### src/logic/rvx_io_pkg.sv
// --------------------
// Address map of the IO peripheral block: eight 32-byte regions, only 0 and 1 mapped
// Register offsets are word indices taken from offset bits 4:2
// --------------------
package rvx_io_pkg;

  // Bus types
  typedef logic [7:0]  io_address_t;
  typedef logic [31:0] io_data_t;
  typedef logic [3:0]  io_strobe_t;

  // Byte offset inside one region
  typedef logic [4:0] peripheral_address_t;

  // Port pin vector
  typedef logic [31:0] gpio_word_t;

  // Region select bits of io_address_t
  localparam int REGION_MSB = 7;
  localparam int REGION_LSB = 5;

  // Region numbers, all others unmapped
  localparam logic [2:0] REGION_TIMER = 3'd0;
  localparam logic [2:0] REGION_GPIO  = 3'd1;

  // Timer register word indices
  localparam logic [2:0] TIMER_REG_CR        = 3'd0;
  localparam logic [2:0] TIMER_REG_MTIMEL    = 3'd1;
  localparam logic [2:0] TIMER_REG_MTIMEH    = 3'd2;
  localparam logic [2:0] TIMER_REG_MTIMECMPL = 3'd3;
  localparam logic [2:0] TIMER_REG_MTIMECMPH = 3'd4;

  // Port register word indices
  localparam logic [2:0] GPIO_REG_OUT = 3'd0;
  localparam logic [2:0] GPIO_REG_IN  = 3'd1;

endpackage

### src/logic/rvx_io_decoder.sv
// --------------------
// Reads and writes must never be requested in the same cycle
// Unmapped accesses get a response one clock later, reads return zero
// --------------------
`timescale 1ns/1ps

module rvx_io_decoder (
  input  logic                   clock,
  input  logic                   reset_n,
  input  rvx_io_pkg::io_address_t address,
  input  logic                   read_request,
  input  logic                   write_request,
  output logic                   timer_read_request,
  output logic                   timer_write_request,
  output logic                   gpio_read_request,
  output logic                   gpio_write_request,
  input  rvx_io_pkg::io_data_t   timer_read_data,
  input  rvx_io_pkg::io_data_t   gpio_read_data,
  input  logic                   timer_read_response,
  input  logic                   timer_write_response,
  input  logic                   gpio_read_response,
  input  logic                   gpio_write_response,
  output rvx_io_pkg::io_data_t   read_data,
  output logic                   read_response,
  output logic                   write_response
);

  logic [rvx_io_pkg::REGION_MSB-rvx_io_pkg::REGION_LSB:0] region;
  logic region_timer;
  logic region_gpio;
  logic region_mapped;
  logic unmapped_read;
  logic unmapped_write;

  assign region        = address[rvx_io_pkg::REGION_MSB:rvx_io_pkg::REGION_LSB];
  assign region_timer  = (region == rvx_io_pkg::REGION_TIMER);
  assign region_gpio   = (region == rvx_io_pkg::REGION_GPIO);
  assign region_mapped = region_timer | region_gpio;

  // Steer the strobes to the selected peripheral only
  assign timer_read_request  = read_request & region_timer;
  assign timer_write_request = write_request & region_timer;
  assign gpio_read_request   = read_request & region_gpio;
  assign gpio_write_request  = write_request & region_gpio;

  // Decoder answers unmapped regions on its own
  always_ff @(posedge clock) begin
    if (!reset_n) begin
      unmapped_read  <= 1'b0;
      unmapped_write <= 1'b0;
    end else begin
      unmapped_read  <= read_request & ~region_mapped;
      unmapped_write <= write_request & ~region_mapped;
    end
  end

  // Merge responses; unmapped read falls through to zero
  always_comb begin
    if (timer_read_response) begin
      read_data = timer_read_data;
    end else if (gpio_read_response) begin
      read_data = gpio_read_data;
    end else begin
      read_data = '0;
    end
  end

  assign read_response  = timer_read_response | gpio_read_response | unmapped_read;
  assign write_response = timer_write_response | gpio_write_response | unmapped_write;

  a_single_target: assert property (@(posedge clock) disable iff (!reset_n)
    $onehot0({timer_read_request, timer_write_request, gpio_read_request, gpio_write_request}));

  a_read_answered: assert property (@(posedge clock) disable iff (!reset_n)
    read_request |=> read_response);

  a_write_answered: assert property (@(posedge clock) disable iff (!reset_n)
    write_request |=> write_response);

endmodule

### src/logic/rvx_timer.sv
// --------------------
// Only aligned full-word writes take effect and all others are dropped silently
// Misaligned or unknown reads return zero
// --------------------
`timescale 1ns/1ps

module rvx_timer (
  input  logic                           clock,
  input  logic                           reset_n,
  input  rvx_io_pkg::peripheral_address_t rw_address,
  output rvx_io_pkg::io_data_t           read_data,
  input  logic                           read_request,
  output logic                           read_response,
  input  rvx_io_pkg::io_data_t           write_data,
  input  rvx_io_pkg::io_strobe_t         write_strobe,
  input  logic                           write_request,
  output logic                           write_response,
  output logic                           irq
);

  logic [2:0]  reg_index;
  logic        address_aligned;
  logic        write_accepted;

  logic        cr_update;
  logic        mtime_l_update;
  logic        mtime_h_update;
  logic        mtimecmp_l_update;
  logic        mtimecmp_h_update;
  logic        compare_hold;

  logic        cr_en;
  logic [63:0] mtime;
  logic [63:0] mtime_step;
  logic [63:0] mtimecmp;

  assign reg_index       = rw_address[4:2];
  assign address_aligned = (rw_address[1:0] == 2'b00);
  assign write_accepted  = write_request & address_aligned & (&write_strobe);

  // Register write decode
  always_comb begin
    cr_update         = 1'b0;
    mtime_l_update    = 1'b0;
    mtime_h_update    = 1'b0;
    mtimecmp_l_update = 1'b0;
    mtimecmp_h_update = 1'b0;
    if (write_accepted) begin
      case (reg_index)
        rvx_io_pkg::TIMER_REG_CR:        cr_update = 1'b1;
        rvx_io_pkg::TIMER_REG_MTIMEL:    mtime_l_update = 1'b1;
        rvx_io_pkg::TIMER_REG_MTIMEH:    mtime_h_update = 1'b1;
        rvx_io_pkg::TIMER_REG_MTIMECMPL: mtimecmp_l_update = 1'b1;
        rvx_io_pkg::TIMER_REG_MTIMECMPH: mtimecmp_h_update = 1'b1;
        default: ;
      endcase
    end
  end

  assign compare_hold = mtime_l_update | mtime_h_update |
                        mtimecmp_l_update | mtimecmp_h_update;

  always_ff @(posedge clock) begin
    if (!reset_n) begin
      cr_en <= 1'b0;
    end else if (cr_update) begin
      cr_en <= write_data[0];
    end
  end

  // Half not being written keeps counting
  assign mtime_step = cr_en ? mtime + 64'd1 : mtime;

  always_ff @(posedge clock) begin
    if (!reset_n) begin
      mtime <= '0;
    end else if (mtime_l_update) begin
      mtime <= {mtime_step[63:32], write_data};
    end else if (mtime_h_update) begin
      mtime <= {write_data, mtime_step[31:0]};
    end else begin
      mtime <= mtime_step;
    end
  end

  // All ones at reset keeps irq quiet until software programs it
  always_ff @(posedge clock) begin
    if (!reset_n) begin
      mtimecmp <= '1;
    end else begin
      if (mtimecmp_l_update) begin
        mtimecmp[31:0] <= write_data;
      end
      if (mtimecmp_h_update) begin
        mtimecmp[63:32] <= write_data;
      end
    end
  end

  // Level interrupt frozen while either operand is written
  always_ff @(posedge clock) begin
    if (!reset_n) begin
      irq <= 1'b0;
    end else if (!compare_hold) begin
      irq <= (mtime >= mtimecmp);
    end
  end

  always_ff @(posedge clock) begin
    if (!reset_n) begin
      read_response  <= 1'b0;
      write_response <= 1'b0;
    end else begin
      read_response  <= read_request;
      write_response <= write_request;
    end
  end

  // Read data only meaningful alongside read_response
  always_ff @(posedge clock) begin
    if (read_request) begin
      read_data <= '0;
      if (address_aligned) begin
        case (reg_index)
          rvx_io_pkg::TIMER_REG_CR:        read_data <= rvx_io_pkg::io_data_t'(cr_en);
          rvx_io_pkg::TIMER_REG_MTIMEL:    read_data <= mtime[31:0];
          rvx_io_pkg::TIMER_REG_MTIMEH:    read_data <= mtime[63:32];
          rvx_io_pkg::TIMER_REG_MTIMECMPL: read_data <= mtimecmp[31:0];
          rvx_io_pkg::TIMER_REG_MTIMECMPH: read_data <= mtimecmp[63:32];
          default: ;
        endcase
      end
    end
  end

  // Full-word aligned bus write to any mtime or mtimecmp half
  a_irq_held: assert property (@(posedge clock) disable iff (!reset_n)
    (write_request && rw_address[1:0] == 2'b00 && write_strobe == 4'hf &&
     rw_address[4:2] >= rvx_io_pkg::TIMER_REG_MTIMEL &&
     rw_address[4:2] <= rvx_io_pkg::TIMER_REG_MTIMECMPH) |=> $stable(irq));

endmodule

### src/logic/rvx_gpio.sv
// --------------------
// gpio_in is sampled through two flops, so a change reads back from the third clock
// --------------------
`timescale 1ns/1ps

module rvx_gpio (
  input  logic                           clock,
  input  logic                           reset_n,
  input  rvx_io_pkg::peripheral_address_t rw_address,
  output rvx_io_pkg::io_data_t           read_data,
  input  logic                           read_request,
  output logic                           read_response,
  input  rvx_io_pkg::io_data_t           write_data,
  input  rvx_io_pkg::io_strobe_t         write_strobe,
  input  logic                           write_request,
  output logic                           write_response,
  input  rvx_io_pkg::gpio_word_t         gpio_in,
  output rvx_io_pkg::gpio_word_t         gpio_out
);

  logic [2:0]             reg_index;
  logic                   address_aligned;
  logic                   out_write;
  rvx_io_pkg::gpio_word_t gpio_in_meta;
  rvx_io_pkg::gpio_word_t gpio_in_sync;

  assign reg_index       = rw_address[4:2];
  assign address_aligned = (rw_address[1:0] == 2'b00);
  assign out_write       = write_request & address_aligned &
                           (reg_index == rvx_io_pkg::GPIO_REG_OUT);

  // Byte lanes follow write_strobe
  always_ff @(posedge clock) begin
    if (!reset_n) begin
      gpio_out <= '0;
    end else if (out_write) begin
      for (int lane = 0; lane < 4; lane++) begin
        if (write_strobe[lane]) begin
          gpio_out[8*lane +: 8] <= write_data[8*lane +: 8];
        end
      end
    end
  end

  // Two-flop synchronizer
  always_ff @(posedge clock) begin
    gpio_in_meta <= gpio_in;
    gpio_in_sync <= gpio_in_meta;
  end

  always_ff @(posedge clock) begin
    if (!reset_n) begin
      read_response  <= 1'b0;
      write_response <= 1'b0;
    end else begin
      read_response  <= read_request;
      write_response <= write_request;
    end
  end

  always_ff @(posedge clock) begin
    if (read_request) begin
      read_data <= '0;
      if (address_aligned && reg_index == rvx_io_pkg::GPIO_REG_OUT) begin
        read_data <= gpio_out;
      end else if (address_aligned && reg_index == rvx_io_pkg::GPIO_REG_IN) begin
        read_data <= gpio_in_sync;
      end
    end
  end

endmodule

### src/logic/rvx_io_subsystem.sv
// --------------------
// Peripheral block on the plain IO bus, one-cycle response in every region
// --------------------
`timescale 1ns/1ps

module rvx_io_subsystem (
  input  logic                    clock,
  input  logic                    reset_n,
  input  rvx_io_pkg::io_address_t address,
  input  rvx_io_pkg::io_data_t    write_data,
  input  rvx_io_pkg::io_strobe_t  write_strobe,
  input  logic                    read_request,
  input  logic                    write_request,
  output rvx_io_pkg::io_data_t    read_data,
  output logic                    read_response,
  output logic                    write_response,
  output logic                    irq,
  input  rvx_io_pkg::gpio_word_t  gpio_in,
  output rvx_io_pkg::gpio_word_t  gpio_out
);

  logic                 timer_read_request;
  logic                 timer_write_request;
  logic                 gpio_read_request;
  logic                 gpio_write_request;
  rvx_io_pkg::io_data_t timer_read_data;
  rvx_io_pkg::io_data_t gpio_read_data;
  logic                 timer_read_response;
  logic                 timer_write_response;
  logic                 gpio_read_response;
  logic                 gpio_write_response;

  rvx_io_decoder i_rvx_io_decoder (
    .clock                (clock),
    .reset_n              (reset_n),
    .address              (address),
    .read_request         (read_request),
    .write_request        (write_request),
    .timer_read_request   (timer_read_request),
    .timer_write_request  (timer_write_request),
    .gpio_read_request    (gpio_read_request),
    .gpio_write_request   (gpio_write_request),
    .timer_read_data      (timer_read_data),
    .gpio_read_data       (gpio_read_data),
    .timer_read_response  (timer_read_response),
    .timer_write_response (timer_write_response),
    .gpio_read_response   (gpio_read_response),
    .gpio_write_response  (gpio_write_response),
    .read_data            (read_data),
    .read_response        (read_response),
    .write_response       (write_response)
  );

  // Offset is the low address bits below the region field
  rvx_timer i_rvx_timer (
    .clock          (clock),
    .reset_n        (reset_n),
    .rw_address     (address[rvx_io_pkg::REGION_LSB-1:0]),
    .read_data      (timer_read_data),
    .read_request   (timer_read_request),
    .read_response  (timer_read_response),
    .write_data     (write_data),
    .write_strobe   (write_strobe),
    .write_request  (timer_write_request),
    .write_response (timer_write_response),
    .irq            (irq)
  );

  rvx_gpio i_rvx_gpio (
    .clock          (clock),
    .reset_n        (reset_n),
    .rw_address     (address[rvx_io_pkg::REGION_LSB-1:0]),
    .read_data      (gpio_read_data),
    .read_request   (gpio_read_request),
    .read_response  (gpio_read_response),
    .write_data     (write_data),
    .write_strobe   (write_strobe),
    .write_request  (gpio_write_request),
    .write_response (gpio_write_response),
    .gpio_in        (gpio_in),
    .gpio_out       (gpio_out)
  );

endmodule

### config.mk
export PLATFORM = sky130hd
export DESIGN_NAME = rvx_io_subsystem
export DESIGN_NICKNAME = d
export VERILOG_FILES = /design/src/logic/rvx_io_pkg.sv /design/src/logic/rvx_io_decoder.sv /design/src/logic/rvx_timer.sv /design/src/logic/rvx_gpio.sv /design/src/logic/rvx_io_subsystem.sv
export SDC_FILE = /design/constraint.sdc
export NUM_CORES = 1
export LEC_CHECK = 0
export BUFFER_PORTS_ARGS = -buffer_cell sky130_fd_sc_hd__buf_2
export CORE_ASPECT_RATIO = 1.5
export CORE_MARGIN = 1.5
export CORE_UTILIZATION = 25
export DETAILED_ROUTE_END_ITERATION = 8
export GPL_ROUTABILITY_DRIVEN = 0
export PLACE_DENSITY = 0.37
export SLEW_MARGIN = 10
export SYNTH_ARGS = -nofsm -noshare
export SYNTH_HDL_FRONTEND = slang
export SYNTH_HIERARCHICAL = 1
export SYNTH_SLANG_ARGS = --single-unit
### constraint.sdc
create_clock -name clock -period 6.7 [get_ports clock]
set_input_delay 0.67 -clock clock [delete_from_list [all_inputs] [get_ports clock]]
set_output_delay 0.67 -clock clock [all_outputs]
set_load 0.03 [all_outputs]
==> metrics, run 1 <==
worst rel slew slack 0.169; final instance area approximately 16,000 µm²; number of global-route vias before repair 10,863; TritonRoute pass-1 iters 4; Cell variety after synth 58; top_reg_cell synth dfxtp_1; ANT cells 0; Worst-Margin Slew around 1.2 ns; # resized after CTS 0; via/cell ratio 4.91; DRT antenna net count 0; Worst Skew around 0.028 ns; Std-Cell Rows between 100 and 150; maximum vdd drop between 150 and 200 µV; Core Footprint roughly 53,000 µm²; IO Port Bufs 146; min Tclk post-route 3.17 ns; TritonCTS clock tree done; Syn Nets between 1,500 and 2,000; Final Total Pwr about 4.1 mW; fin util 0.304; Final WS setup about 3.5 ns; Layout Cells excl Fill 2,188; Final setup viols 0; Final nets 1,623; Register-to-Register Setup Slack ~3.5 ns; Area Overhead vs Synth 19.5%; share of cells above drive strength 1 0.161; Worst-path clk slew roughly 0.060 ns; internal power around 3.2 mW; Post-CTS Setup Bufs 0; max_cap viols 0; Overall Global Routing Usage 0.182; Seq/Total Area, Yosys 0.489; Comb pwr share 0.040; Reg power frac 0.447; Sw Share 0.232; fin. max-slew vios 0; Post-synth EDFFs 64; CTS H-tree depth 2; ys async rst share 0; period utilization 0.473; via count roughly 11,000; Yosys reg bits between 200 and 300; final hold vios 0; WL/cell around 23 µm; status finished, final reports clean; clk buf depth 3; RSZ-0062 raised after global routing false; crit end category flip-flop; worst skew pair latency 0.57 ns; CTS Root Cell clkbuf_16; Num CTS Buffers 37; drt drc 0; YS warnings 6; initial antenna violation count 2; Hold Path Class input pin to flip-flop; CP Max Fanout 20; largest net degree at the start of global routing approximately 140; Setup TNS Final 0 ns; Mapped Cells 1,373; placed standard-cell area 14,800 µm²; Overflow after GRT 0; CP startpoint kind flip-flop; dpl ws between 3 and 4 ns; P_sw roughly 0.96 mW; DRT iter0 DRCs 552; die span in x ~190 µm; Clk pwr share 0.513; static leakage 6.64 nW; Placed Instances about 2,100; die area about 55,000 µm²; final WL 50,500 µm; Post-Syn Area about 13,000 µm²; Crit Path Class flip-flop to flip-flop; Die Ht 287 µm; HPWL after DPL between 30,000 and 40,000 µm; Top Ports around 150; syn avg cell area ~10 µm²; CP Data Arrival Time between 3 and 4 ns; starting density of the core 0.254; CTS sink cnt ~300; PD cells between 200 and 300 nW/µm²; critical path required time about 7.2 ns; Worst Hold Slack approximately 0.2 ns; global-route wire length before repair between 70,000 and 80,000 µm; Max Freq approximately 320 MHz; CTS Hold Bufs 0
-- per-layer routing --
metal  global-route usage  vias up  routed length, µm
li1                     -     5239                  -
met1                0.199     5202              19300
met2                0.350      217              27900
met3               0.0272       73               1700
met4               0.0622        4               1600
met5                    0        -                 23
-- sequential cells by signal (all words and copies together) (netlist names) --
| name | flops |
|---|---|
| i_rvx_timer/mtimecmp | 64 |
| i_rvx_gpio/gpio_out | 32 |
| i_rvx_gpio/gpio_in_sync | 32 |
| i_rvx_timer/irq | 1 |
| i_rvx_gpio/gpio_in_meta | 32 |
| i_rvx_io_decoder/unmapped_write | 1 |
| i_rvx_timer/read_response | 1 |
| i_rvx_timer/cr_en | 1 |
| i_rvx_gpio/write_response | 1 |
| i_rvx_timer/mtime | 64 |
| i_rvx_timer/write_response | 1 |
| i_rvx_timer/read_data | 32 |
| i_rvx_gpio/read_response | 1 |
| i_rvx_gpio/read_data | 32 |
| i_rvx_io_decoder/unmapped_read | 1 |
-- layout by cell type (no fill, tap or decap), types with 34 or more instances in the layout --
master / Yosys / layout
nand2_1: 172 / 169
ha_1: 65 / 65
edfxtp_1: 64 / 64
o21ai_0: 60 / 60
inv_1: 71 / 71
a22oi_1: 62 / 62
clkbuf_16: 0 / 38
xor2_1: 40 / 40
a21oi_1: 85 / 85
buf_2: 9 / 145
dfxtp_1: 232 / 232
o211ai_1: 64 / 64
mux2i_1: 34 / 34
a22o_1: 62 / 62
nor2_1: 41 / 41
-- worst paths after layout --
check / startpoint / end / cells after the start
worst min register to register: i_rvx_gpio/gpio_in_meta[31] / i_rvx_gpio/gpio_in_sync[31] / 0
worst max-delay path: i_rvx_timer/mtime[3] / i_rvx_timer/mtime[63] / 7
worst max register to register: i_rvx_timer/mtime[3] / i_rvx_timer/mtime[63] / 7
worst min-delay path: gpio_in[6] / i_rvx_gpio/gpio_in_meta[6] / 1
-- kinds of logic (layout without fill, tap and decap cells) --
| family | count (synthesis) | after routing | synth area share |
|---|---|---|---|
| AOI/OAI and AO/OA | 393 | 393 | 0.198 |
| and+or+nand+nor | 367 | 367 | 0.141 |
| DFF | 296 | 296 | 0.489 |
| buffers and inverters | 166 | 299 | 0.0505 |
| adders and majority gates | 65 | 65 | 0.0606 |
| xor gates and xnor gates | 51 | 51 | 0.0333 |
| muxes | 35 | 35 | 0.0270 |
-- cell usage after synthesis, types with 4 or more instances --
cell      instances  share of area
nor2_1           41          0.011
o211ai_1         64          0.036
o21ai_0          60          0.022
or4_1             5         0.0028
inv_1            71          0.020
xor2_1           40          0.026
ha_1             65          0.061
or3_1            10         0.0047
nor4_4            5         0.0079
mux2i_1          34          0.025
a22oi_1          62          0.035
and2_1           15         0.0070
nand2_1         172          0.048
edfxtp_1         64           0.14
and3_1           20         0.0093
dfxtp_1         232           0.35
buf_6             5         0.0042
nor4_1            5         0.0023
nand3_1          24         0.0089
a21o_1           11         0.0062
buf_2             9         0.0034
a31oi_1          10         0.0047
nand4_1          32          0.015
nor3b_1           4         0.0022
o31ai_1           6         0.0034
and4_1           12         0.0078
a21oi_1          85          0.032
a211oi_1         21          0.012
xnor2_1          11         0.0072
clkbuf_1         75          0.021
a22o_1           62          0.040
-- final cells by class --
type | instances | area (µm²)
clock buffers | 55 | 1090
clock inverters | 12 | 186
fillers | 5620 | 36800
inverters | 71 | 267
multi-input cells | 911 | 6220
flip-flops and latches | 296 | 6570
well taps | 682 | 853
repair buffers | 161 | 858
-- power groups by stage --
stage	logic (mW)	clock network [mW]	registers [mW]
after floorplan	0.0771	0	1.89
after global placement	0.173	0	1.89
after detailed placement	0.173	0	1.89
after CTS	0.173	2.19	1.86
after global routing	0.181	2.24	1.86
final	0.167	2.13	1.86
-- critical path, cell delays in order, from the launching register on --
cell and delay (ns):
dfxtp_1 0.43, and3_1 0.29, nand2_1 0.23, nor4_4 0.66, buf_4 0.39, nand3_2 0.33, or4_1 0.58, a31oi_1 0.17
Note: power is estimated with default switching activity, not from simulation.
==> run 2: changes to the inputs <==
PLACE_DENSITY = 0.38   (was 0.37)
clock period = 2.69 ns   (was 6.7 ns; I/O delays follow)
==> run 2 against run 1 <==
Against the previous run:
- register-to-register slack worse by 3.3 ns
- total power is 140% higher
- largest power group unchanged
- highest routed layer unchanged
- critical endpoint is now i_rvx_timer/irq
- critical path type unchanged
- die area stayed put
==> metrics, run 2 (synthesized netlist as in run 1, its figures left out) <==
Num CTS Buffers 36; Area Overhead vs Synth 24.7%; Top Ports ~150; starting density of the core 0.254; largest net degree at the start of global routing 111; Placed Instances between 2,000 and 2,500; static leakage 7.05 nW; M1 GR Usage 0.196; met3 global-route usage 0.0315; Register-to-Register Setup Slack a little over 0.2 ns; Final setup viols 0; worst rel slew slack 0.281; via count around 11,000; via/cell ratio between 4 and 5; Std-Cell Rows 103; Core Footprint 52,800 µm²; worst skew pair latency around 0.55 ns; reg2reg path depth 8; internal power roughly 7.5 mW; CP startpoint kind flip-flop; critical path required time 3.17 ns; GR Util met2 0.342; Worst setup endpoint i_rvx_timer/irq; Clk pwr share 0.481; DRT antenna net count 0; initial antenna violation count 4; P_sw around 2.3 mW; min Tclk post-route 2.48 ns; RSZ-0062 raised after global routing false; FF+latch area ~6600 µm²; dpl ws roughly 0.10 ns; TritonRoute pass-1 iters 4; CTS Root Cell clkbuf_16; Final nets approximately 1,700; period utilization 0.923; Max Freq between 400 and 500 MHz; CP dominant cell by count nand4_1; share of cells above drive strength 1 0.185; number of global-route vias before repair approximately 11,000; slowest stage delay, CP approximately 0.5 ns; Worst-Margin Slew between 1 and 1.5 ns; TritonCTS clock tree done; Buffers & Inverters on Critical Path 1; status finished, final reports clean; Setup TNS Final 0 ns; Multi-input gate area slightly above 6000 µm²; maximum vdd drop roughly 650 µV; Worst setup startpoint i_rvx_timer/mtimecmp[59]; CP top delay family simple AND/OR/NAND/NOR gates; fin. max-slew vios 0; die area about 55,000 µm²; ANT cells 0; Post-CTS Setup Bufs 0; CP Data Arrival Time ~3 ns; max_cap viols 0; clk buf depth 3; CP Max Fanout 3; CTS sink cnt between 200 and 300; final hold vios 0; Top Usage Layer GRT met2; Worst-path clk slew ~0.060 ns; Worst path slowest cell nor4bb_2; Overall Global Routing Usage 0.181; die span in x 192 µm; Layout Cells excl Fill about 2,300; CTS H-tree depth 2; Reg power frac 0.470; Sw Share 0.239; WP depth 8; Largest regs i_rvx_timer/mtime x64, i_rvx_timer/mtimecmp x64; worst-path cell chain inv_1, ha_1, nand4_1, nor4bb_2, nand4_1, nor4_1, o31ai_1, a31oi_1; RR Startpoint i_rvx_timer/mtimecmp[59]; crit end category flip-flop; drt drc 0; WL/cell around 22 µm; Overflow after GRT 0; Crit Path Class flip-flop to flip-flop; fillcell total roughly 5,600; HPWL after DPL 36,400 µm; IO Port Bufs 146; most common library cell in the layout ignoring fill and taps dfxtp_1; Die Ht approximately 290 µm; Hold Path Class input pin to flip-flop; PD cells 587 nW/µm²; DRT iter0 DRCs 530; worst flop-to-flop path endpoint i_rvx_timer/irq; highest-count cells in the layout ignoring fill and taps dfxtp_1 (232), nand2_1 (170), buf_2 (145); final WL between 40,000 and 50,000 µm; Final WS setup about 0.21 ns; Comb pwr share 0.048; Worst Skew 0.0236 ns; global-route wire length before repair roughly 73,000 µm
[run 2: how the worst min path moves through the flow]
stage	startpoint	to	slack, ns	depth (start not counted)
6_report	write_data[12]	i_rvx_gpio/gpio_out[12]	0.03	3
5_1_grt	write_data[12]	i_rvx_gpio/gpio_out[12]	0.02	3
4_1_cts	write_data[12]	i_rvx_gpio/gpio_out[12]	0.009	3
3_5_place_dp	i_rvx_gpio/gpio_in_meta[2]	i_rvx_gpio/gpio_in_sync[2]	0.31	0
3_3_place_gp	i_rvx_gpio/gpio_in_meta[29]	i_rvx_gpio/gpio_in_sync[29]	0.31	0
2_1_floorplan	gpio_in[0]	i_rvx_gpio/gpio_in_meta[0]	0.30	0
[run 2: routing by layer]
| layer | wire, µm | vias to the layer above |
|---|---|---|
| met5 | 49 | - |
| met4 | 1970 | 8 |
| met3 | 1850 | 90 |
| met2 | 27000 | 212 |
| met1 | 19000 | 5389 |
| li1 | - | 5427 |
[run 2: worst reg2reg max path, stage by stage (launching register included)]
cell and delay (ns):
dfxtp_1 0.33, inv_1 0.07, ha_1 0.31, nand4_1 0.30, nor4bb_2 0.50, nand4_1 0.21, nor4_1 0.35, o31ai_1 0.17
a31oi_1 0.18
[run 2: final cells by class]
type                       count  share of cell area
sequential                   296               0.392
multi-input combinational    911               0.372
timing repair buffer         253               0.101
clock buffer                  50              0.0619
tap                          682              0.0510
inverter                      71              0.0159
clock inverter                15             0.00568
[run 2: power by group through the flow]
stage                     clock network, mW  registers [mW]  logic (mW)
after CTS                              4.88            4.62       0.490
after detailed placement                  0            4.72       0.451
after floorplan                           0            4.71       0.192
after global placement                    0            4.72       0.450
after global routing                   5.06            4.62       0.510
final                                  4.72            4.62       0.476
[run 2: repair_timing]
action	in CTS	in global routing
hold buffers	34	0
resized for setup	0	1
hold endpoints to repair	34	0
endpoints found under the setup margin	0	1
[run 2: metrics by stage]
step / utilization / area, µm² / hold slack [ns] / power (mW)
after floorplan: - / 13400 / 0.297 / 4.90
after global placement: 0.289 / 15300 / 0.310 / 5.17
after detailed placement: 0.289 / 15300 / 0.312 / 5.17
after CTS: 0.317 / 16700 / 0.00942 / 9.99
after global routing: 0.317 / 16700 / 0.0187 / 10.2
final: 0.317 / 16700 / 0.0349 / 9.82
==> run 3: changes to the inputs <==
CORE_MARGIN = 2   (was 1.5)
clock period = 2.2 ns   (was 2.69 ns; I/O delays follow)
==> run 3 against run 2 <==
Against the previous run:
- clock skew down 0.0025 ns
- sequential power up 22%
- worst hold slack worse by 0.015 ns
- via count up 2.1%
- register-to-register slack worse by 0.19 ns
- die area up 0.87%
- wire length up 2.2%
- design area up 5.6%
- combinational power up 26%
- fmax up 13%
- critical path type unchanged
==> metrics, run 3 (synthesized netlist as in run 1, its figures left out) <==
status finished, final reports clean; Worst-path clk slew about 0.060 ns; Area Overhead vs Synth 31.8%; initial antenna violation count 1; Comb pwr share 0.051; TritonCTS clock tree done; Max Freq around 460 MHz; RSZ-0062 raised after global routing true; worst rel slew slack 0.250; final WL slightly above 50,000 µm; ANT cells 0; final hold vios 0; Die Ht around 290 µm; Num CTS Buffers 36; P_sw approximately 2.8 mW; clk buf depth 3; share of cells above drive strength 1 0.235; fin. max-slew vios 0; number of global-route vias before repair between 10,000 and 15,000; CTS sink cnt about 300; max_cap viols 0; via count about 11,000; HPWL after DPL 37,600 µm; CP dominant cell by count nand4_1; placed standard-cell area roughly 16,000 µm²; maximum vdd drop between 400 and 500 µV; Placed Instances between 2,000 and 2,500; Setup TNS Final 0 ns; global-route wire length before repair 75,100 µm; Overall Global Routing Usage 0.182; Hold Path Class input pin to flip-flop; Worst Hold Slack 0.0201 ns; CTS Root Cell clkbuf_16; Final nets around 1,800; final instance area approximately 18,000 µm²; static leakage approximately 7.6 nW; PD cells 673 nW/µm²; Sw Share 0.239; TritonRoute pass-1 iters 4; highest-count cells in the layout ignoring fill and taps dfxtp_1 (229), nand2_1 (167), buf_2 (145); largest net degree at the start of global routing 76; via/cell ratio between 4 and 5; internal power 9.05 mW; Clk pwr share 0.475; CTS H-tree depth 2; min Tclk post-route about 2.2 ns; CP Data Arrival Time around 2.6 ns; Reg power frac 0.475; Worst Skew between 0.02 and 0.025 ns; Layout Cells excl Fill ~2,400; worst-path cell chain ha_1, nand4_1, nor4bb_4, nand4_1, buf_4, nor4_4, o31ai_2, a31oi_1; drt drc 0; Std-Cell Rows about 100; CP Max Fanout 5; slowest stage delay, CP roughly 0.37 ns; Overflow after GRT 0; most common library cell in the layout ignoring fill and taps dfxtp_1; Crit Path Class flip-flop to flip-flop; CP startpoint kind flip-flop; Worst-Margin Slew between 1 and 1.5 ns; die area between 50,000 and 60,000 µm²; DRT iter0 DRCs about 510; Largest regs i_rvx_timer/mtime x64, i_rvx_timer/mtimecmp x64; IO Port Bufs between 100 and 150; Core Footprint roughly 53,000 µm²; DRT antenna net count 0; Worst path slowest cell dfxtp_1; die span in x 193 µm; Final setup viols 0; crit end category flip-flop; WL/cell between 20 and 25 µm; critical path required time around 2.7 ns; worst skew pair latency roughly 0.55 ns; period utilization 0.995; Top Ports around 150; starting density of the core 0.252
==> run 3: cell count changes in the layout (fill, tap and decap cells not counted), sizes merged <==
cell         previous run  this run
buf                   219       298
clkbuf                 50        56
clkinv                 13         8
clkinvlp                1         0
dlygate4sd3            34        44
inv                    72        73
nand3                  25        26
==> run 3: path summary, 6_finish.rpt <==
path                                             startpoint                           to  slack (ns)  cells past startpoint
worst max-delay path                  i_rvx_timer/mtime[57]              i_rvx_timer/irq        0.01                      8
worst min-delay path                         write_data[15]      i_rvx_gpio/gpio_out[15]        0.02                      3
worst max register to register        i_rvx_timer/mtime[57]              i_rvx_timer/irq        0.01                      8
worst min register to register  i_rvx_gpio/gpio_in_meta[30]  i_rvx_gpio/gpio_in_sync[30]        0.32                      0
==> run 3: layout make-up <==
type,count,area [µm²]
Clock buffer,56,1020
Clock inverter,10,80.1
Fill cell,5584,35700
Inverter,71,267
Multi-Input combinational cell,912,6370
Sequential cell,296,6570
Tap cell,689,862
Timing Repair Buffer,342,2520
==> run 3: power groups by stage <==
stage | registers, mW | logic (mW) | clock network [mW]
global route | 5.65 | 0.646 | 6.03
floorplan | 5.76 | 0.236 | 0
finish | 5.65 | 0.601 | 5.65
global placement | 5.77 | 0.554 | 0
CTS | 5.65 | 0.619 | 5.83
detailed placement | 5.77 | 0.554 | 0
==> run 3: through the flow <==
stage	setup slack (ns)	power (mW)	utilization
final	0.0113	11.9	0.331
after global routing	-0.125	12.3	0.331
after CTS	-0.0430	12.1	0.329
after detailed placement	-0.354	6.32	0.298
after global placement	-0.256	6.32	0.298
after floorplan	0.106	5.99	-
==> run 3: routing by layer <==
layer / up-vias / track usage / wire, µm / share of wire
li1: 5601 / - / - / -
met1: 5500 / 0.195 / 19200 / 0.38
met2: 193 / 0.367 / 29200 / 0.57
met3: 69 / 0.0216 / 1470 / 0.029
met4: 2 / 0.0451 / 1060 / 0.021
met5: - / 0 / 13 / 0.00026
==> run 3: what timing repair did <==
action,in CTS,in global routing
buffers inserted,3,9
pin swaps,4,8
setup endpoints to repair,28,12
gates resized for setup,18,25
hold buffers,44,0
hold endpoints to repair,45,0
cloned,0,1
==> run 3: critical path: cells and delay by family, from the launching register on <==
family	cells	cell delay, ns
flip-flops	1	0.37
AND/OR/NAND/NOR	4	0.93
buffers and inverters	1	0.17
AO/OA/AOI/OAI	2	0.31
adder cells (fa/ha/maj)	1	0.33
